**config.mk**
```make
export PLATFORM = sky130hd
export DESIGN_NAME = rv_hazard_unit
export DESIGN_NICKNAME = d
export VERILOG_FILES = /design/src/rv_isa_pkg.sv /design/src/rv_pipe_pkg.sv /design/src/rv_hazard_unit.sv
export VERILOG_INCLUDE_DIRS = /design/src
export SDC_FILE = /design/constraint.sdc
export NUM_CORES = 1
export LEC_CHECK = 0
export ABC_AREA = 1
export BUFFER_PORTS_ARGS = -buffer_cell sky130_fd_sc_hd__buf_2
export CORE_AREA = 2 2 150 152
export DETAILED_ROUTE_END_ITERATION = 10
export DIE_AREA = 0 0 152 154
export GPL_ROUTABILITY_DRIVEN = 0
export SYNTH_ARGS = -nofsm -noshare
export SYNTH_HDL_FRONTEND = slang
export SYNTH_SLANG_ARGS = --single-unit
```
**constraint.sdc**
```tcl
create_clock -name vclk -period 0.8
set_input_delay 0 -clock vclk [all_inputs]
set_output_delay 0 -clock vclk [all_outputs]
set_load 0.03 [all_outputs]
```
**src/rv_consts.svh**
```systemverilog
`ifndef RV_CONSTS_SVH
`define RV_CONSTS_SVH

// Datapath and register index widths
`define RV_XLEN   32
`define RV_REG_AW 5

// Memory depths in 32-bit words
`define RV_IMEM_WORDS 256
`define RV_DMEM_WORDS 256

`define RV_RESET_PC 32'h0000_0000 // First fetch address

`endif
```
**src/rv_isa_pkg.sv**
```systemverilog
package rv_isa_pkg;

    // Major opcodes of the supported subset
    typedef enum logic [6:0] {
        OP_LUI    = 7'b0110111,
        OP_AUIPC  = 7'b0010111,
        OP_JAL    = 7'b1101111,
        OP_JALR   = 7'b1100111,
        OP_BRANCH = 7'b1100011,
        OP_LOAD   = 7'b0000011,
        OP_STORE  = 7'b0100011,
        OP_IMM    = 7'b0010011,
        OP_REG    = 7'b0110011
    } opcode_e;

    // Low three bits follow funct3 and bit 3 is instr[30]
    typedef enum logic [3:0] {
        ALU_ADD    = 4'b0000,
        ALU_SLL    = 4'b0001,
        ALU_SLT    = 4'b0010,
        ALU_SLTU   = 4'b0011,
        ALU_XOR    = 4'b0100,
        ALU_SRL    = 4'b0101,
        ALU_OR     = 4'b0110,
        ALU_AND    = 4'b0111,
        ALU_SUB    = 4'b1000,
        ALU_SRA    = 4'b1101,
        ALU_PASS_B = 4'b1111  // LUI
    } alu_op_e;

    typedef enum logic [2:0] {
        IMM_I,
        IMM_S,
        IMM_B,
        IMM_U,
        IMM_J
    } imm_sel_e;

    // Branch funct3 encodings
    typedef enum logic [2:0] {
        BR_EQ  = 3'b000,
        BR_NE  = 3'b001,
        BR_LT  = 3'b100,
        BR_GE  = 3'b101,
        BR_LTU = 3'b110,
        BR_GEU = 3'b111
    } br_cond_e;

endpackage

```
**src/rv_pipe_pkg.sv**
```systemverilog
`include "rv_consts.svh"

package rv_pipe_pkg;

    typedef enum logic [1:0] {
        WB_ALU  = 2'd0,
        WB_LOAD = 2'd1,
        WB_PC4  = 2'd2
    } wb_sel_e;

    // Operand source in EX
    typedef enum logic [1:0] {
        FWD_RF  = 2'd0,
        FWD_MEM = 2'd1,
        FWD_WB  = 2'd2
    } fwd_sel_e;

    typedef struct packed {
        rv_isa_pkg::alu_op_e  alu_op;
        logic                 op_a_pc;   // Operand A is the PC
        logic                 op_b_imm;  // Operand B is the immediate
        logic                 is_branch;
        rv_isa_pkg::br_cond_e br_cond;
        logic                 is_jump;
        logic                 mem_wr;
        logic                 mem_rd;
        logic                 reg_wr;
        wb_sel_e              wb_sel;
    } ctrl_t;

    typedef struct packed {
        logic                   valid;
        logic [`RV_XLEN-1:0]    pc;
        logic [`RV_XLEN-1:0]    rs1_data;
        logic [`RV_XLEN-1:0]    rs2_data;
        logic [`RV_REG_AW-1:0]  rs1;
        logic [`RV_REG_AW-1:0]  rs2;
        logic [`RV_REG_AW-1:0]  rd;
        logic [`RV_XLEN-1:0]    imm;
        ctrl_t                  ctrl;
    } id_ex_t;

    typedef struct packed {
        logic                   valid;
        logic [`RV_XLEN-1:0]    pc;
        logic [`RV_XLEN-1:0]    result;     // ALU result or PC+4
        logic [`RV_XLEN-1:0]    store_data;
        logic [`RV_REG_AW-1:0]  rd;
        logic                   mem_wr;
        logic                   mem_rd;
        logic                   reg_wr;
        wb_sel_e                wb_sel;
    } ex_mem_t;

    typedef struct packed {
        logic                   valid;
        logic [`RV_XLEN-1:0]    pc;
        logic [`RV_XLEN-1:0]    result;
        logic [`RV_XLEN-1:0]    load_data;
        logic [`RV_REG_AW-1:0]  rd;
        logic                   reg_wr;
        logic                   load;
    } mem_wb_t;

    // One record per completed instruction
    typedef struct packed {
        logic                   valid;
        logic [`RV_XLEN-1:0]    pc;
        logic                   rd_wren;
        logic [`RV_REG_AW-1:0]  rd;
        logic [`RV_XLEN-1:0]    rd_data;
    } retire_t;

    typedef struct packed {
        logic                              valid;
        logic [$clog2(`RV_IMEM_WORDS)-1:0] addr;  // Word address
        logic [`RV_XLEN-1:0]               instr;
    } prog_wr_t;

endpackage

```
**src/rv_hazard_unit.sv**
```systemverilog
`timescale 1ns/1ns
`include "rv_consts.svh"

module rv_hazard_unit (
    input  rv_pipe_pkg::id_ex_t   i_id_ex,
    input  rv_pipe_pkg::ex_mem_t  i_ex_mem,
    input  rv_pipe_pkg::mem_wb_t  i_mem_wb,
    input  logic [`RV_REG_AW-1:0] i_id_rs1,
    input  logic [`RV_REG_AW-1:0] i_id_rs2,
    input  logic                  i_redirect,
    output logic                  o_pc_stall,
    output logic                  o_if_id_stall,
    output logic                  o_if_id_flush,
    output logic                  o_id_ex_flush,
    output rv_pipe_pkg::fwd_sel_e o_fwd_a,
    output rv_pipe_pkg::fwd_sel_e o_fwd_b
);
    import rv_pipe_pkg::*;

    logic load_use;

    // Load in EX feeding the instruction in ID
    assign load_use = i_id_ex.valid && i_id_ex.ctrl.mem_rd && i_id_ex.rd != '0 &&
                      (i_id_ex.rd == i_id_rs1 || i_id_ex.rd == i_id_rs2);

    assign o_pc_stall    = load_use;
    assign o_if_id_stall = load_use;
    assign o_if_id_flush = i_redirect;
    assign o_id_ex_flush = load_use || i_redirect; // Bubble or wrong-path slot

    // MEM wins over WB and a load in MEM has no data yet
    function automatic fwd_sel_e pick_src(
        input logic [`RV_REG_AW-1:0] rs,
        input ex_mem_t               ex_mem,
        input mem_wb_t               mem_wb
    );
        if (rs == '0) return FWD_RF;
        if (ex_mem.valid && ex_mem.reg_wr && !ex_mem.mem_rd && ex_mem.rd == rs)
            return FWD_MEM;
        if (mem_wb.valid && mem_wb.reg_wr && mem_wb.rd == rs) return FWD_WB;
        return FWD_RF;
    endfunction

    assign o_fwd_a = pick_src(i_id_ex.rs1, i_ex_mem, i_mem_wb);
    assign o_fwd_b = pick_src(i_id_ex.rs2, i_ex_mem, i_mem_wb);

endmodule

```
==> reports/qor.yml <==
route:
  wl_per_cell_um: 4.592
  drt-initial-drc-count: 30
  drt_wl_total_um: 2140
  drc: 0
  drtPass1Iterations: 4
  viasPerCell: 2.030
  antenna_left: 0
  vias: 946
die:
  start_util_pct: 2.706
  die_width_um: 152
  design.die.area_mm2: 0.02341
  fp-row-count: 54
  ios: 390
  die_height_um: 154
  core-area_mm2: 0.02169
job:
  max-cap-violations: 0
layout:
  final_cell_mix: "nand2_1 (42), buf_2 (24), buf_6 (21), nor2_1 (18)"
  layout-drive-gt1-share_pct: 48.92
  num_antenna_cells: 0
  regArea_um2: 0
  instances_no_fill: 466
  syn_to_final_growth_pct: 150.5
  n_fill_cell: 2548
  clkbuf_count: 0
  design.seq.count: 0
  layout_commonest_cell: "nand2_1"
  multiInputGateArea_um2: 554.3
  final_nets: 570
sta:
  setup_viol: 2
  rsz0062_at_grt: "true"
  setup_ws_ns: -0.004730
  fin_crit_sh_pct: 100.6
  fmax_ghz: 1.243
  worstMarginPinSlew_ns: 0.1667
  setup_tns_ns: -0.005662
  slew_headroom_pct: 88.83
  final_max_slew_viol_count: 0
  fin_crit_ns: 0.8047
  hold_violations: 0
place:
  port_buffers: 51
  hpwl_um: 1805
  placed_cells: 466
outcome:
  violations: "setup timing"
  status: "finished, violations left"
critical_path:
  setup.worst_path.end_class: "output pin"
  worst_ep_required_time_ns: 0.80
  path_max_fanout: 2
  arrival_ns: 0.80
  critical_path_class: "primary input to output pin"
  critPathLaunchType: "primary input"
grt:
  met2_usage_pct: 3.260
  grt_max_degree: 6
  use_met3_pct: 0.2537
  grt_pass1_vias: 883
  grt_pass1_wl_um: 3560
  antenna_found_initial: 0
  use_met1_pct: 2.050
  gr-usage-all-layers_pct: 1.674
  top_usage_layer: "met2"
  gr-total-overflow: 0
clocking:
  postCtsSetupBuffers: 0
logic_synthesis:
  syn-cell-area_um2: 586.8
  yosys_warnings: 0
  syn_inst: 131
  ys_types: 17
  syn_nets: 513
  yosysSeqAreaShare_pct: 0
  syn_area_per_cell_um2: 4.479
pwr:
  leakage_nw: 0.6714
  powerDensity_mw_per_mm2: 362.2
  vdd_drop_max_mv: 0.1646
hold_path:
  hold_class: "primary input to output pin"
  min_path_cells: 2
-- stage by stage --
step	power (mW)	instance area, µm²	utilization, %	setup slack, ns	hold WS, ns
3_3_place_gp	0.4100	1235	5.694	-0.1226	0.2652
4_1_cts	0.4647	1345	6.202	-0.008668	0.2710
2_1_floorplan	0.2123	599.3	-	0.006473	0.1317
3_5_place_dp	0.4115	1235	5.694	-0.1146	0.2708
5_1_grt	0.5903	1470	6.779	-0.07258	0.2756
6_report	0.5324	1470	6.779	-0.004730	0.2684
-- area by class of cell --
class / count / area share, %
Tap cell: 280 / 23.83
Timing Repair Buffer: 57 / 31.40
Inverter: 27 / 7.064
Multi-Input combinational cell: 102 / 37.70
-- path summary, 6_finish.rpt --
path	from	endpoint	slack, ns
setup / recovery	i_ex_mem[9]	o_fwd_a[1]	-0.005
hold / removal	i_redirect	o_if_id_flush	0.27
-- metal layers --
layer | vias up | share of wire, %
li1 | 500 | -
met1 | 396 | 40
met2 | 50 | 48
met3 | 0 | 11
met4 | 0 | 0
met5 | - | 0
-- worst max-delay path, cell delays in order --
cell and delay (ns):
buf_8 0.10, xor2_2 0.16, nor2_1 0.10, nand3_1 0.12, nor2_1 0.13, nor2_2 0.06
buf_6 0.13
-- where the power goes --
group	leakage (nW)	switching, mW	internal, mW
registers	0	0	0
logic	0.671	0.252	0.280
clock network	0	0	0
-- synth_stat cells, drive strengths merged --
cell	n	share of area, %
nand2	46	30
o21ai	3	2.6
a21oi	1	0.85
nand4	2	2.1
buf	2	2.6
nand3b	1	1.3
nor2	23	15
inv	27	17
xor2	3	4.5
nand3	8	6.8
xnor2	6	9.0
nor3	5	4.3
o22ai	2	2.1
or2	2	2.1
-- what timing repair did --
action	CTS	global route
gates resized for setup	34	39
hold buffers	0	0
setup endpoints to repair	7	7
pin swaps	18	32
-- kinds of logic (layout without fill, tap and decap cells) --
kind of cell,Yosys count,count (layout),synth area share (%)
AOI/OAI and AO/OA,6,6,5.542
xor gates and xnor gates,9,9,13.43
buffers and inverters,29,84,19.83
and+or+nand+nor,87,87,61.19
No activity file was read; power rests on OpenSTA's default activity.
