$ cat src/rv_consts.svh
`ifndef RV_CONSTS_SVH
`define RV_CONSTS_SVH

// Datapath and register index widths
`define RV_XLEN   32
`define RV_REG_AW 5

// Memory depths in 32-bit words
`define RV_IMEM_WORDS 256
`define RV_DMEM_WORDS 256

`define RV_RESET_PC 32'h0000_0000 // First fetch address

`endif
$ cat src/rv_isa_pkg.sv
package rv_isa_pkg;

    // Major opcodes of the supported subset
    typedef enum logic [6:0] {
        OP_LUI    = 7'b0110111,
        OP_AUIPC  = 7'b0010111,
        OP_JAL    = 7'b1101111,
        OP_JALR   = 7'b1100111,
        OP_BRANCH = 7'b1100011,
        OP_LOAD   = 7'b0000011,
        OP_STORE  = 7'b0100011,
        OP_IMM    = 7'b0010011,
        OP_REG    = 7'b0110011
    } opcode_e;

    // Low three bits follow funct3 and bit 3 is instr[30]
    typedef enum logic [3:0] {
        ALU_ADD    = 4'b0000,
        ALU_SLL    = 4'b0001,
        ALU_SLT    = 4'b0010,
        ALU_SLTU   = 4'b0011,
        ALU_XOR    = 4'b0100,
        ALU_SRL    = 4'b0101,
        ALU_OR     = 4'b0110,
        ALU_AND    = 4'b0111,
        ALU_SUB    = 4'b1000,
        ALU_SRA    = 4'b1101,
        ALU_PASS_B = 4'b1111  // LUI
    } alu_op_e;

    typedef enum logic [2:0] {
        IMM_I,
        IMM_S,
        IMM_B,
        IMM_U,
        IMM_J
    } imm_sel_e;

    // Branch funct3 encodings
    typedef enum logic [2:0] {
        BR_EQ  = 3'b000,
        BR_NE  = 3'b001,
        BR_LT  = 3'b100,
        BR_GE  = 3'b101,
        BR_LTU = 3'b110,
        BR_GEU = 3'b111
    } br_cond_e;

endpackage

$ cat src/rv_pipe_pkg.sv
`include "rv_consts.svh"

package rv_pipe_pkg;

    typedef enum logic [1:0] {
        WB_ALU  = 2'd0,
        WB_LOAD = 2'd1,
        WB_PC4  = 2'd2
    } wb_sel_e;

    // Operand source in EX
    typedef enum logic [1:0] {
        FWD_RF  = 2'd0,
        FWD_MEM = 2'd1,
        FWD_WB  = 2'd2
    } fwd_sel_e;

    typedef struct packed {
        rv_isa_pkg::alu_op_e  alu_op;
        logic                 op_a_pc;   // Operand A is the PC
        logic                 op_b_imm;  // Operand B is the immediate
        logic                 is_branch;
        rv_isa_pkg::br_cond_e br_cond;
        logic                 is_jump;
        logic                 mem_wr;
        logic                 mem_rd;
        logic                 reg_wr;
        wb_sel_e              wb_sel;
    } ctrl_t;

    typedef struct packed {
        logic                   valid;
        logic [`RV_XLEN-1:0]    pc;
        logic [`RV_XLEN-1:0]    rs1_data;
        logic [`RV_XLEN-1:0]    rs2_data;
        logic [`RV_REG_AW-1:0]  rs1;
        logic [`RV_REG_AW-1:0]  rs2;
        logic [`RV_REG_AW-1:0]  rd;
        logic [`RV_XLEN-1:0]    imm;
        ctrl_t                  ctrl;
    } id_ex_t;

    typedef struct packed {
        logic                   valid;
        logic [`RV_XLEN-1:0]    pc;
        logic [`RV_XLEN-1:0]    result;     // ALU result or PC+4
        logic [`RV_XLEN-1:0]    store_data;
        logic [`RV_REG_AW-1:0]  rd;
        logic                   mem_wr;
        logic                   mem_rd;
        logic                   reg_wr;
        wb_sel_e                wb_sel;
    } ex_mem_t;

    typedef struct packed {
        logic                   valid;
        logic [`RV_XLEN-1:0]    pc;
        logic [`RV_XLEN-1:0]    result;
        logic [`RV_XLEN-1:0]    load_data;
        logic [`RV_REG_AW-1:0]  rd;
        logic                   reg_wr;
        logic                   load;
    } mem_wb_t;

    // One record per completed instruction
    typedef struct packed {
        logic                   valid;
        logic [`RV_XLEN-1:0]    pc;
        logic                   rd_wren;
        logic [`RV_REG_AW-1:0]  rd;
        logic [`RV_XLEN-1:0]    rd_data;
    } retire_t;

    typedef struct packed {
        logic                              valid;
        logic [$clog2(`RV_IMEM_WORDS)-1:0] addr;  // Word address
        logic [`RV_XLEN-1:0]               instr;
    } prog_wr_t;

endpackage

$ cat src/rv_execute.sv
`timescale 1ns/1ns
`include "rv_consts.svh"

module rv_execute (
    input  rv_pipe_pkg::id_ex_t   i_id_ex,
    input  rv_pipe_pkg::fwd_sel_e i_fwd_a,
    input  rv_pipe_pkg::fwd_sel_e i_fwd_b,
    input  logic [`RV_XLEN-1:0]   i_mem_result,
    input  logic [`RV_XLEN-1:0]   i_wb_data,
    output rv_pipe_pkg::ex_mem_t  o_ex_mem,
    output logic                  o_redirect,
    output logic [`RV_XLEN-1:0]   o_target
);
    import rv_isa_pkg::*;
    import rv_pipe_pkg::*;

    ctrl_t               ctrl;
    logic [`RV_XLEN-1:0] rs1_val;
    logic [`RV_XLEN-1:0] rs2_val;
    logic [`RV_XLEN-1:0] op_a;
    logic [`RV_XLEN-1:0] op_b;
    logic [`RV_XLEN-1:0] alu_out;
    logic [`RV_XLEN-1:0] pc_plus4;
    logic                br_true;

    assign ctrl = i_id_ex.ctrl;

    // Forward muxes
    assign rs1_val = (i_fwd_a == FWD_MEM) ? i_mem_result :
                     (i_fwd_a == FWD_WB)  ? i_wb_data : i_id_ex.rs1_data;
    assign rs2_val = (i_fwd_b == FWD_MEM) ? i_mem_result :
                     (i_fwd_b == FWD_WB)  ? i_wb_data : i_id_ex.rs2_data;

    assign op_a     = ctrl.op_a_pc  ? i_id_ex.pc  : rs1_val;
    assign op_b     = ctrl.op_b_imm ? i_id_ex.imm : rs2_val;
    assign pc_plus4 = i_id_ex.pc + `RV_XLEN'd4;

    always_comb begin
        case (ctrl.alu_op)
            ALU_SUB:    alu_out = op_a - op_b;
            ALU_SLL:    alu_out = op_a << op_b[4:0];
            ALU_SLT:    alu_out = {{(`RV_XLEN-1){1'b0}}, $signed(op_a) < $signed(op_b)};
            ALU_SLTU:   alu_out = {{(`RV_XLEN-1){1'b0}}, op_a < op_b};
            ALU_XOR:    alu_out = op_a ^ op_b;
            ALU_SRL:    alu_out = op_a >> op_b[4:0];
            ALU_SRA:    alu_out = $signed(op_a) >>> op_b[4:0];
            ALU_OR:     alu_out = op_a | op_b;
            ALU_AND:    alu_out = op_a & op_b;
            ALU_PASS_B: alu_out = op_b;
            default:    alu_out = op_a + op_b;
        endcase
    end

    always_comb begin
        case (ctrl.br_cond)
            BR_EQ:   br_true = rs1_val == rs2_val;
            BR_NE:   br_true = rs1_val != rs2_val;
            BR_LT:   br_true = $signed(rs1_val) <  $signed(rs2_val);
            BR_GE:   br_true = $signed(rs1_val) >= $signed(rs2_val);
            BR_LTU:  br_true = rs1_val <  rs2_val;
            BR_GEU:  br_true = rs1_val >= rs2_val;
            default: br_true = 1'b0;
        endcase
    end

    ////////////////////
    // Redirect against the not-taken prediction
    assign o_redirect = i_id_ex.valid && (ctrl.is_jump || (ctrl.is_branch && br_true));
    assign o_target   = ctrl.is_branch ? i_id_ex.pc + i_id_ex.imm
                                       : {alu_out[`RV_XLEN-1:1], 1'b0}; // JAL and JALR

    assign o_ex_mem = '{
        valid:      i_id_ex.valid,
        pc:         i_id_ex.pc,
        result:     (ctrl.wb_sel == WB_PC4) ? pc_plus4 : alu_out,
        store_data: rs2_val,
        rd:         i_id_ex.rd,
        mem_wr:     ctrl.mem_wr,
        mem_rd:     ctrl.mem_rd,
        reg_wr:     ctrl.reg_wr,
        wb_sel:     ctrl.wb_sel
    };

endmodule

$ cat config.mk
export PLATFORM = sky130hd
export DESIGN_NAME = rv_execute
export DESIGN_NICKNAME = d
export VERILOG_FILES = /design/src/rv_isa_pkg.sv /design/src/rv_pipe_pkg.sv /design/src/rv_execute.sv
export VERILOG_INCLUDE_DIRS = /design/src
export SDC_FILE = /design/constraint.sdc
export NUM_CORES = 1
export LEC_CHECK = 0
export ABC_AREA = 1
export BUFFER_PORTS_ARGS = -buffer_cell sky130_fd_sc_hd__buf_2
export CORE_MARGIN = 10
export CORE_UTILIZATION = 50
export DETAILED_ROUTE_END_ITERATION = 6
export PLACE_DENSITY = 0.72
export SLEW_MARGIN = 20
export SYNTH_ARGS = -nofsm -noshare
export SYNTH_HDL_FRONTEND = slang
export SYNTH_SLANG_ARGS = --single-unit
$ cat constraint.sdc
create_clock -name vclk -period 4.5
set_input_delay 0.225 -clock vclk [all_inputs]
set_output_delay 0.225 -clock vclk [all_outputs]
set_load 0.03 [all_outputs]
==> impl_metrics.py <==
metrics = {
    "hold_path": {
        "holdCritStartpoint": "i_id_ex[50]",
        "min-delay-path-class": "in2out",
        "worstHoldEndpoint": "o_ex_mem[7]",
        "hold_depth": 0,
    },
    "cells_and_area": {
        "area.sequential_um2": 0,
        "multi_input_area_um2": 13490,
        "fillCellCount": 3249,
        "drive_above_1_share": 0.2126,
        "seq_cell_count": 0,
        "finalInstanceArea_um2": 19210,
        "finalNetCount": 3888,
        "area_growth_pct": 20.78,
        "clkbuf_count": 0,
    },
    "worst_setup_path": {
        "required_ns": 4.28,
        "critPathLaunch": "i_fwd_a[1]",
        "crit_top_cell": "nand2_1",
        "cp.arrival_ns": 4.19,
        "cp_max_fo": 4,
        "path_class": "in2out",
        "cp-end-kind": "output port",
        "critPathSlowestCell": "fa_1",
        "max_stage_delay_ns": 0.46,
        "critPathLaunchType": "primary input",
    },
    "floorplan": {
        "io_pins": 368,
        "die-area_um2": 39350,
        "rows": 65,
        "die_width_um": 198.4,
        "coreArea_um2": 31470,
        "start_util": 0.5054,
        "die_h_um": 198.4,
    },
    "logic_synthesis": {
        "netlist_top_cells_count": "955 x nand2_1, 417 x nand3_1, 413 x inv_1",
        "synth_fa_ha_area_frac": 0.1296,
        "synth_top_area_frac": 0.2254,
        "synth_top_family_by_area": "simple AND/OR/NAND/NOR gates",
        "synth.most_common_cell": "nand2_1",
        "synth_area_leaders": "nand2_1 23%, nand3_1 13%, ha_1 13%, inv_1 9.7%, a21oi_1 5.8%",
        "synth_cell_type_count": 54,
        "synth_xor_area_frac": 0.03249,
        "yosysSeqAreaShare": 0,
        "syn_area_um2": 15910,
        "yosys.area.top_type": "nand2_1",
        "synth_compound_area_frac": 0.2186,
        "synthMuxAreaShare": 0,
        "yosysWarnings": 0,
        "yosys.area_share.simple": 0.4516,
        "avgSynthCellArea_um2": 5.120,
        "synthesis.nets": 3498,
        "synthCells": 3107,
    },
    "sta": {
        "tightestPinTransition_ns": 1.125,
        "fmax_mhz": 226.5,
        "hold_viol": 0,
        "fin_crit_ns": 4.415,
        "rsz0062_at_grt": "yes",
        "final_max_slew_viol_count": 0,
        "finalWorstSetupSlack_ns": 0.08530,
        "hold_ws_ns": 0.4500,
        "setup_violations": 0,
        "relSlewSlack": 0.2494,
        "timing.final.crit_share": 0.9810,
    },
    "route": {
        "drt_first_pass_iters": 7,
        "dr_wl_met3_um": 12560,
        "via_count": 23960,
        "dr.max_layer_used": "met4",
        "viasPerCell": 6.147,
        "wirelength_um": 90910,
        "m1WireLength_um": 32210,
        "routedWlPerCell_um": 23.32,
        "drtAntennaViolNets": 0,
        "drc_errors": 20,
        "met2_length_um": 38990,
        "drtIter0Drc": 3272,
    },
    "placed_design": {
        "numPortBuffers": 342,
        "dpl-instance-area_um2": 18930,
        "dp_slack_ns": -0.05644,
        "dpl.hpwl_um": 76130,
        "gp_congestion": 1.134,
    },
    "pwr": {
        "p_comb_frac": 1.000,
        "p_sw_w": 0.002969,
        "powerDensity_nw_per_um2": 227.0,
        "ir_drop_mv": 0.1540,
        "clockPowerShare": 0,
        "seq_power_share": 0,
        "leakage_nw": 10.95,
        "p_int_w": 0.001392,
        "swShare": 0.6808,
    },
    "global_routing": {
        "grt_pass1_wl_um": 132400,
        "grt_pass1_vias": 22380,
        "antenna_found_initial": 1,
        "gr-total-overflow": 0,
        "grt_max_degree": 74,
        "grt_use_total": 0.4370,
    },
    "cts": {
        "cts_hold_buf": 0,
    },
    "outcome": {
        "status": "finished, violations left",
        "failed_checks": "DRC",
    },
    "run": {
        "maxCapViolations": 0,
    },
}
## critical path: cells and delay by family
kind / cells / cell delay [ns]
buf+inv: 6 / 0.83
simple gates: 12 / 1.61
compound gates: 5 / 0.83
fa+ha+maj: 2 / 0.69
## worst max-delay path by stage
stage	to	slack, ns	cells past startpoint
floorplan	o_ex_mem[73]	0.33	24
global placement	o_target[16]	-0.01	25
detailed placement	o_target[16]	-0.06	25
CTS	o_ex_mem[68]	0.02	28
global route	o_target[30]	-0.05	27
finish	o_target[18]	0.09	25
## layer usage
metal,track usage,up-vias
li1,-,10940
met5,0,-
met4,0.2884,0
met2,0.6788,1820
met3,0.1114,383
met1,0.5228,10820
## through the flow
stage | TNS, ns | total power [W] | instances | utilization
finish | 0 | 0.004361 | 3898 | 0.6104
global route | -0.2566 | 0.004626 | 3897 | 0.6103
CTS | 0 | 0.004108 | 3893 | 0.6017
detailed placement | -0.05644 | 0.004091 | 3893 | 0.6016
global placement | -0.01372 | 0.004047 | 3893 | 0.6016
floorplan | 0 | 0.002526 | 3107 | -
## cell usage in the layout, fill, tap and decap left out, types with 7 or more instances in the layout
cell type,Yosys,final
nand2_1,955,954
inv_1,413,411
nand3_1,417,410
buf_2,47,337
buf_4,57,219
a21oi_1,184,174
nor2_1,172,169
ha_1,160,154
o21ai_0,145,127
o21ai_1,80,78
o21ai_2,34,50
xor2_1,49,49
o211ai_1,39,39
nand4_1,28,28
nor3_1,32,27
inv_2,22,24
nand2_2,18,19
o22ai_1,19,19
or2_2,16,16
a221oi_1,16,16
nand3_2,8,15
a21oi_2,2,12
o21a_1,12,11
xnor2_1,10,10
buf_12,0,10
nor2_2,5,8
o21ai_4,3,7
a31oi_1,7,7
o221ai_1,7,7
a211oi_1,7,7
o21bai_1,7,7
nand3b_1,7,7
## power by group through the flow
stage | clock network, W | logic (W) | registers [W]
after floorplan | 0 | 0.00253 | 0
after global placement | 0 | 0.00405 | 0
after detailed placement | 0 | 0.00409 | 0
after CTS | 0 | 0.00411 | 0
after global routing | 0 | 0.00463 | 0
final | 0.0000000000156 | 0.00436 | 0
## repair_timing
item                                    in CTS  in global routing
gates resized for setup                      1                 81
setup buffers                                0                  4
pin swaps                                    0                  8
endpoints found under the setup margin       1                 47
endpoints found under the hold margin        0                  0
## area by class of cell
cell class,count,share of cell area
multi-input cells,2485,0.7024
repair buffers,570,0.1853
diodes,1,0.0001303
inverters,440,0.08597
well taps,402,0.02618
## logic make-up (layout without fill, tap and decap cells)
logic type,count (synthesis),count (layout)
simple gates,1676,1676
buf+inv,622,1010
compound gates,587,587
fa+ha+maj,163,163
xor+xnor,59,59
other cells,0,1
No activity file was read; power rests on OpenSTA's default activity.
