**src/rv_consts.svh**
```systemverilog
`ifndef RV_CONSTS_SVH
`define RV_CONSTS_SVH

// Datapath and register index widths
`define RV_XLEN   32
`define RV_REG_AW 5

// Memory depths in 32-bit words
`define RV_IMEM_WORDS 256
`define RV_DMEM_WORDS 256

`define RV_RESET_PC 32'h0000_0000 // First fetch address

`endif
```
**src/rv_isa_pkg.sv**
```systemverilog
package rv_isa_pkg;

    // Major opcodes of the supported subset
    typedef enum logic [6:0] {
        OP_LUI    = 7'b0110111,
        OP_AUIPC  = 7'b0010111,
        OP_JAL    = 7'b1101111,
        OP_JALR   = 7'b1100111,
        OP_BRANCH = 7'b1100011,
        OP_LOAD   = 7'b0000011,
        OP_STORE  = 7'b0100011,
        OP_IMM    = 7'b0010011,
        OP_REG    = 7'b0110011
    } opcode_e;

    // Low three bits follow funct3 and bit 3 is instr[30]
    typedef enum logic [3:0] {
        ALU_ADD    = 4'b0000,
        ALU_SLL    = 4'b0001,
        ALU_SLT    = 4'b0010,
        ALU_SLTU   = 4'b0011,
        ALU_XOR    = 4'b0100,
        ALU_SRL    = 4'b0101,
        ALU_OR     = 4'b0110,
        ALU_AND    = 4'b0111,
        ALU_SUB    = 4'b1000,
        ALU_SRA    = 4'b1101,
        ALU_PASS_B = 4'b1111  // LUI
    } alu_op_e;

    typedef enum logic [2:0] {
        IMM_I,
        IMM_S,
        IMM_B,
        IMM_U,
        IMM_J
    } imm_sel_e;

    // Branch funct3 encodings
    typedef enum logic [2:0] {
        BR_EQ  = 3'b000,
        BR_NE  = 3'b001,
        BR_LT  = 3'b100,
        BR_GE  = 3'b101,
        BR_LTU = 3'b110,
        BR_GEU = 3'b111
    } br_cond_e;

endpackage

```
**src/rv_pipe_pkg.sv**
```systemverilog
`include "rv_consts.svh"

package rv_pipe_pkg;

    typedef enum logic [1:0] {
        WB_ALU  = 2'd0,
        WB_LOAD = 2'd1,
        WB_PC4  = 2'd2
    } wb_sel_e;

    // Operand source in EX
    typedef enum logic [1:0] {
        FWD_RF  = 2'd0,
        FWD_MEM = 2'd1,
        FWD_WB  = 2'd2
    } fwd_sel_e;

    typedef struct packed {
        rv_isa_pkg::alu_op_e  alu_op;
        logic                 op_a_pc;   // Operand A is the PC
        logic                 op_b_imm;  // Operand B is the immediate
        logic                 is_branch;
        rv_isa_pkg::br_cond_e br_cond;
        logic                 is_jump;
        logic                 mem_wr;
        logic                 mem_rd;
        logic                 reg_wr;
        wb_sel_e              wb_sel;
    } ctrl_t;

    typedef struct packed {
        logic                   valid;
        logic [`RV_XLEN-1:0]    pc;
        logic [`RV_XLEN-1:0]    rs1_data;
        logic [`RV_XLEN-1:0]    rs2_data;
        logic [`RV_REG_AW-1:0]  rs1;
        logic [`RV_REG_AW-1:0]  rs2;
        logic [`RV_REG_AW-1:0]  rd;
        logic [`RV_XLEN-1:0]    imm;
        ctrl_t                  ctrl;
    } id_ex_t;

    typedef struct packed {
        logic                   valid;
        logic [`RV_XLEN-1:0]    pc;
        logic [`RV_XLEN-1:0]    result;     // ALU result or PC+4
        logic [`RV_XLEN-1:0]    store_data;
        logic [`RV_REG_AW-1:0]  rd;
        logic                   mem_wr;
        logic                   mem_rd;
        logic                   reg_wr;
        wb_sel_e                wb_sel;
    } ex_mem_t;

    typedef struct packed {
        logic                   valid;
        logic [`RV_XLEN-1:0]    pc;
        logic [`RV_XLEN-1:0]    result;
        logic [`RV_XLEN-1:0]    load_data;
        logic [`RV_REG_AW-1:0]  rd;
        logic                   reg_wr;
        logic                   load;
    } mem_wb_t;

    // One record per completed instruction
    typedef struct packed {
        logic                   valid;
        logic [`RV_XLEN-1:0]    pc;
        logic                   rd_wren;
        logic [`RV_REG_AW-1:0]  rd;
        logic [`RV_XLEN-1:0]    rd_data;
    } retire_t;

    typedef struct packed {
        logic                              valid;
        logic [$clog2(`RV_IMEM_WORDS)-1:0] addr;  // Word address
        logic [`RV_XLEN-1:0]               instr;
    } prog_wr_t;

endpackage

```
**src/rv_decoder.sv**
```systemverilog
`timescale 1ns/1ns
`include "rv_consts.svh"

module rv_decoder (
    input  logic [`RV_XLEN-1:0] i_instr,
    output rv_pipe_pkg::ctrl_t  o_ctrl,
    output logic [`RV_XLEN-1:0] o_imm
);
    import rv_isa_pkg::*;
    import rv_pipe_pkg::*;

    opcode_e    opcode;
    logic [2:0] funct3;
    imm_sel_e   imm_sel;

    assign opcode = opcode_e'(i_instr[6:0]);
    assign funct3 = i_instr[14:12];

    always_comb begin
        o_ctrl        = '0;
        o_ctrl.alu_op = ALU_ADD;
        o_ctrl.wb_sel = WB_ALU;
        imm_sel       = IMM_I;
        case (opcode)
            OP_LUI: begin
                imm_sel         = IMM_U;
                o_ctrl.op_b_imm = 1'b1;
                o_ctrl.alu_op   = ALU_PASS_B;
                o_ctrl.reg_wr   = 1'b1;
            end
            OP_AUIPC: begin
                imm_sel         = IMM_U;
                o_ctrl.op_a_pc  = 1'b1;
                o_ctrl.op_b_imm = 1'b1;
                o_ctrl.reg_wr   = 1'b1;
            end
            OP_JAL: begin // Target is pc + imm from the ALU
                imm_sel         = IMM_J;
                o_ctrl.op_a_pc  = 1'b1;
                o_ctrl.op_b_imm = 1'b1;
                o_ctrl.is_jump  = 1'b1;
                o_ctrl.reg_wr   = 1'b1;
                o_ctrl.wb_sel   = WB_PC4;
            end
            OP_JALR: begin
                o_ctrl.op_b_imm = 1'b1;
                o_ctrl.is_jump  = 1'b1;
                o_ctrl.reg_wr   = 1'b1;
                o_ctrl.wb_sel   = WB_PC4;
            end
            OP_BRANCH: begin
                imm_sel          = IMM_B;
                o_ctrl.is_branch = 1'b1;
                o_ctrl.br_cond   = br_cond_e'(funct3);
            end
            OP_LOAD: begin
                o_ctrl.op_b_imm = 1'b1;
                o_ctrl.mem_rd   = 1'b1;
                o_ctrl.reg_wr   = 1'b1;
                o_ctrl.wb_sel   = WB_LOAD;
            end
            OP_STORE: begin
                imm_sel         = IMM_S;
                o_ctrl.op_b_imm = 1'b1;
                o_ctrl.mem_wr   = 1'b1;
            end
            OP_IMM: begin
                // instr[30] only selects srai and is immediate elsewhere
                o_ctrl.op_b_imm = 1'b1;
                o_ctrl.alu_op   = alu_op_e'({(funct3 == 3'b101) & i_instr[30], funct3});
                o_ctrl.reg_wr   = 1'b1;
            end
            OP_REG: begin
                o_ctrl.alu_op = alu_op_e'({i_instr[30], funct3});
                o_ctrl.reg_wr = 1'b1;
            end
            default: ; // Unknown opcode stays a no-op
        endcase
        o_ctrl.reg_wr = o_ctrl.reg_wr && (i_instr[11:7] != '0); // x0 never written
    end

    ////////////////////
    // Immediate generation
    always_comb begin
        case (imm_sel)
            IMM_S:   o_imm = {{20{i_instr[31]}}, i_instr[31:25], i_instr[11:7]};
            IMM_B:   o_imm = {{19{i_instr[31]}}, i_instr[31], i_instr[7],
                              i_instr[30:25], i_instr[11:8], 1'b0};
            IMM_U:   o_imm = {i_instr[31:12], 12'b0};
            IMM_J:   o_imm = {{11{i_instr[31]}}, i_instr[31], i_instr[19:12],
                              i_instr[20], i_instr[30:21], 1'b0};
            default: o_imm = {{20{i_instr[31]}}, i_instr[31:20]};
        endcase
    end

endmodule

```
**config.mk**
```make
export PLATFORM = sky130hd
export DESIGN_NAME = rv_decoder
export DESIGN_NICKNAME = d
export VERILOG_FILES = /design/src/rv_isa_pkg.sv /design/src/rv_pipe_pkg.sv /design/src/rv_decoder.sv
export VERILOG_INCLUDE_DIRS = /design/src
export SDC_FILE = /design/constraint.sdc
export NUM_CORES = 1
export LEC_CHECK = 0
export BUFFER_PORTS_ARGS = -buffer_cell sky130_fd_sc_hd__buf_2
export CORE_ASPECT_RATIO = 0.9
export CORE_MARGIN = 10
export CORE_UTILIZATION = 30
export DETAILED_ROUTE_END_ITERATION = 8
export PLACE_DENSITY = 0.79
export SLEW_MARGIN = 20
export SYNTH_ARGS = -nofsm -noshare
export SYNTH_HDL_FRONTEND = slang
export SYNTH_SLANG_ARGS = --single-unit
```
**constraint.sdc**
```tcl
create_clock -name vclk -period 1.1
set_input_delay 0.055 -clock vclk [all_inputs]
set_output_delay 0.055 -clock vclk [all_outputs]
set_load 0.02 [all_outputs]
```
==> results.txt <==
* Count of clock-net buffers in the final layout: 0
* Final net count: 225
- Time the final worst path needs with I/O delays and setup: 1.34 ns
- In the layout the commonest cells are 38 x sky130_fd_sc_hd__buf_6, 35 x sky130_fd_sc_hd__buf_2, 32 x sky130_fd_sc_hd__buf_4.
- Core area: 1930 µm²
- Pwr per Cell Area: 393 nW/µm²
* Drt initial violations: 111
* Area Growth Syn to Fin: 179%
- In the routed layout, each cell is associated on average with a via count of 5.67.
- OpenSTA, run right after detailed placement, puts the worst setup slack at -0.288 ns.
- Total number of sequential cells: 0
* Met1 routed wirelength after detailed routing: 1.61 mm
- Registers are responsible for 0% of the overall power.
* Global placement routability congestion: 0.816
- Initial cell density of the core: 31.7%
- Detailed routing placed a total of 549 µm of wire on met3.
- The worst pin sits at a relative slew slack of 74.1%.
- GR Util All Layers: 17.6%
- Number of iterations in the first detailed-routing pass: 4
- Cells with a size suffix above 1 make up 78.5% of the layout.
- Metal2 WL: 2.52 mm
- Total number of vias: 1224
* Maximum number of pins on one net before global-route repair: 11
- Leftover overflow at the end of global routing: 0
* Cell Area, Synth: 612 µm²
* Max-slew violation total from the final report: 0
* Switching power summed over all nets: 334 µW
- Fill cells in the final layout number 88.
- Violated checks: setup timing
- Endpoint required time on the critical path: 1.04 ns
- Switch share: 49.9%
- Yosys warning total: 0
- CP Max Fanout: 4
- The floorplan step set the die height to 62.8 µm.
- Data on the critical path arrives at its endpoint at 1.28 ns.
- Once layout is complete, the cells apart from fillers number 216.
- The internal portion of the total power is 336 µW.
* Area occupied by multi-input gates: 753 µm²
* Instance area at placement: 1220 µm²
- Tracing the worst setup path back leads to its startpoint at i_instr[3].
* Placement Rows: 15
- Detailed placement finished with a half-perimeter wire length of 2.96 mm.
- Unrepaired setup endpoints after global routing: yes
- Yosys top cell by area: sky130_fd_sc_hd__a21o_1
* Placed cells: 209
- IR analysis of the VDD net gives a maximum drop of 0.263 mV.
- Static timing analysis puts the maximum clock frequency at 748 MHz.
* Final routed wirelength across all metal layers: 4.92 mm
* Post-Layout Inst Area: 1710 µm²
- Number of primary I/O pins: 80
- The first global-routing pass estimated 6.07 mm of wire.
* Proportion of power drawn by combinational gates: 100.0%
- Number of diodes added for antenna fixing: 0
- Register area: 0 µm²
- Area share of the largest cell type after synthesis: 23.3%
- Slack of the critical path: -0.236 ns
- Crit. End Element: output port
* Syn Nets: 121
* Maxcap violations: 0
* Worst Hold Class: primary input to output port
- In this run the top signal layer used is met4.
* Detail Route Antenna Nets: 0
- Worst Tran Pin Value: 0.386 ns
- The critical path is of the primary input to output port type.
- Final setup violation count: 39
* Post-detailed-route DRC marker count: 0
- Overall Power: 671 µW
* Sequential element share of the synthesized area: 0%
* Average footprint of a synthesized cell: 6.87 µm²
- Routed wire per std cell: 22.8 µm
- Die width: 67.6 µm
- For this design the static power due to leakage is 0.000899 µW.
- Buffers inserted to repair hold after CTS numbered 0.
- Vias in the first global route: 1195
* Post-synth cell types: 30
- The final critical path takes up 121% of the cycle.
- The initial antenna violation count was 0.
- Following the worst setup path forward leads to its endpoint at o_imm[4].
* Cell count after synthesis: 89
* Worst hold-check slack: 0.390 ns
- By area the synthesized netlist is led by sky130_fd_sc_hd__a21o_1 23%, sky130_fd_sc_hd__and2_1 9.2%, sky130_fd_sc_hd__nor2_1 6.1%, sky130_fd_sc_hd__a22o_1 5.7%, sky130_fd_sc_hd__buf_4 3.7%.
- The flow ran to the end, but the final reports show violations.
- Crit start category: primary input
- Number of hold violations in the final report: 0
* Total of buffers placed on input and output ports: 80
- Commonest non-fill, non-tap cell in the layout: sky130_fd_sc_hd__buf_6
* Die Outline Area: 4250 µm²
* Clock network fraction of design power: 0%
==> worst min-delay path by stage <==
stage / start / endpoint / slack (ns) / cells past startpoint
floorplan: i_instr[31] / o_imm[31] / 0.22 / 1
global placement: i_instr[31] / o_imm[31] / 0.38 / 2
detailed placement: i_instr[31] / o_imm[31] / 0.38 / 2
CTS: i_instr[31] / o_imm[31] / 0.38 / 2
global route: i_instr[31] / o_imm[31] / 0.39 / 2
finish: i_instr[31] / o_imm[31] / 0.39 / 2
==> cell families (layout without fill, tap and decap cells) <==
| group | Yosys count | after routing | synth area share, % |
|---|---|---|---|
| AND/OR/NAND/NOR | 43 | 43 | 45.4 |
| AO/OA/AOI/OAI | 37 | 37 | 44.4 |
| buffers and inverters | 9 | 111 | 10.2 |
==> power by group through the flow <==
stage	clock network [µW]	registers, µW	logic [µW]
after CTS	0	0	591
after detailed placement	0	0	466
after floorplan	0	0	262
after global placement	0	0	453
final	0	0	671
after global routing	0	0	698
==> metal layers <==
layer	vias up	track usage [%]
li1	532	-
met1	587	17.8
met2	89	34.6
met3	16	3.05
met4	0	4.36
met5	-	0
==> area by class of cell <==
cell class / count / share of cell area (%)
Tap cell: 25 / 1.83
Multi-Input combinational cell: 80 / 44.1
Timing Repair Buffer: 109 / 53.5
Inverter: 2 / 0.586
==> stage by stage <==
step / TNS (ns) / util, %
finish: -6.38 / 88.3
global route: -7.21 / 88.3
CTS: -4.32 / 80.8
detailed placement: -7.45 / 63.2
global placement: -5.97 / 63.2
floorplan: -1.16 / -
==> cell usage after synthesis <==
cell and instances:
sky130_fd_sc_hd__and4bb_4 1, sky130_fd_sc_hd__and3_1 3, sky130_fd_sc_hd__a32o_1 1, sky130_fd_sc_hd__buf_6 2
sky130_fd_sc_hd__a21o_1 19, sky130_fd_sc_hd__nor4_1 1, sky130_fd_sc_hd__nand3b_1 1, sky130_fd_sc_hd__nor2b_1 1
sky130_fd_sc_hd__o21ai_2 1, sky130_fd_sc_hd__o21ai_0 3, sky130_fd_sc_hd__nand2b_1 3, sky130_fd_sc_hd__nor3_1 1
sky130_fd_sc_hd__nor3b_1 1, sky130_fd_sc_hd__and2_1 9, sky130_fd_sc_hd__buf_4 3, sky130_fd_sc_hd__a21oi_1 4
sky130_fd_sc_hd__nor2_1 10, sky130_fd_sc_hd__nor4_4 1, sky130_fd_sc_hd__nor3_4 1, sky130_fd_sc_hd__nand4b_2 1
sky130_fd_sc_hd__nand2_1 6, sky130_fd_sc_hd__buf_2 2, sky130_fd_sc_hd__nand3_1 1, sky130_fd_sc_hd__o22ai_1 2
sky130_fd_sc_hd__a221oi_1 1, sky130_fd_sc_hd__and3b_1 2, sky130_fd_sc_hd__a31o_2 1, sky130_fd_sc_hd__a311o_1 1
sky130_fd_sc_hd__a22o_1 4, sky130_fd_sc_hd__inv_1 2
==> critical path, cell delays in order <==
cell and delay, ns:
sky130_fd_sc_hd__buf_8 0.10, sky130_fd_sc_hd__buf_6 0.12, sky130_fd_sc_hd__nor4_4 0.41, sky130_fd_sc_hd__buf_4 0.19, sky130_fd_sc_hd__nor2_2 0.06, sky130_fd_sc_hd__a22o_1 0.21, sky130_fd_sc_hd__buf_6 0.14
==> timing repair <==
| action | 4_1_cts | 5_1_grt |
|---|---|---|
| resized for setup | 78 | 40 |
| endpoints found under the setup margin | 40 | 43 |
| setup buffers | 5 | 3 |
| pin swaps | 11 | 9 |
| gates cloned | 0 | 0 |
Power figures use the tool's default switching activity.
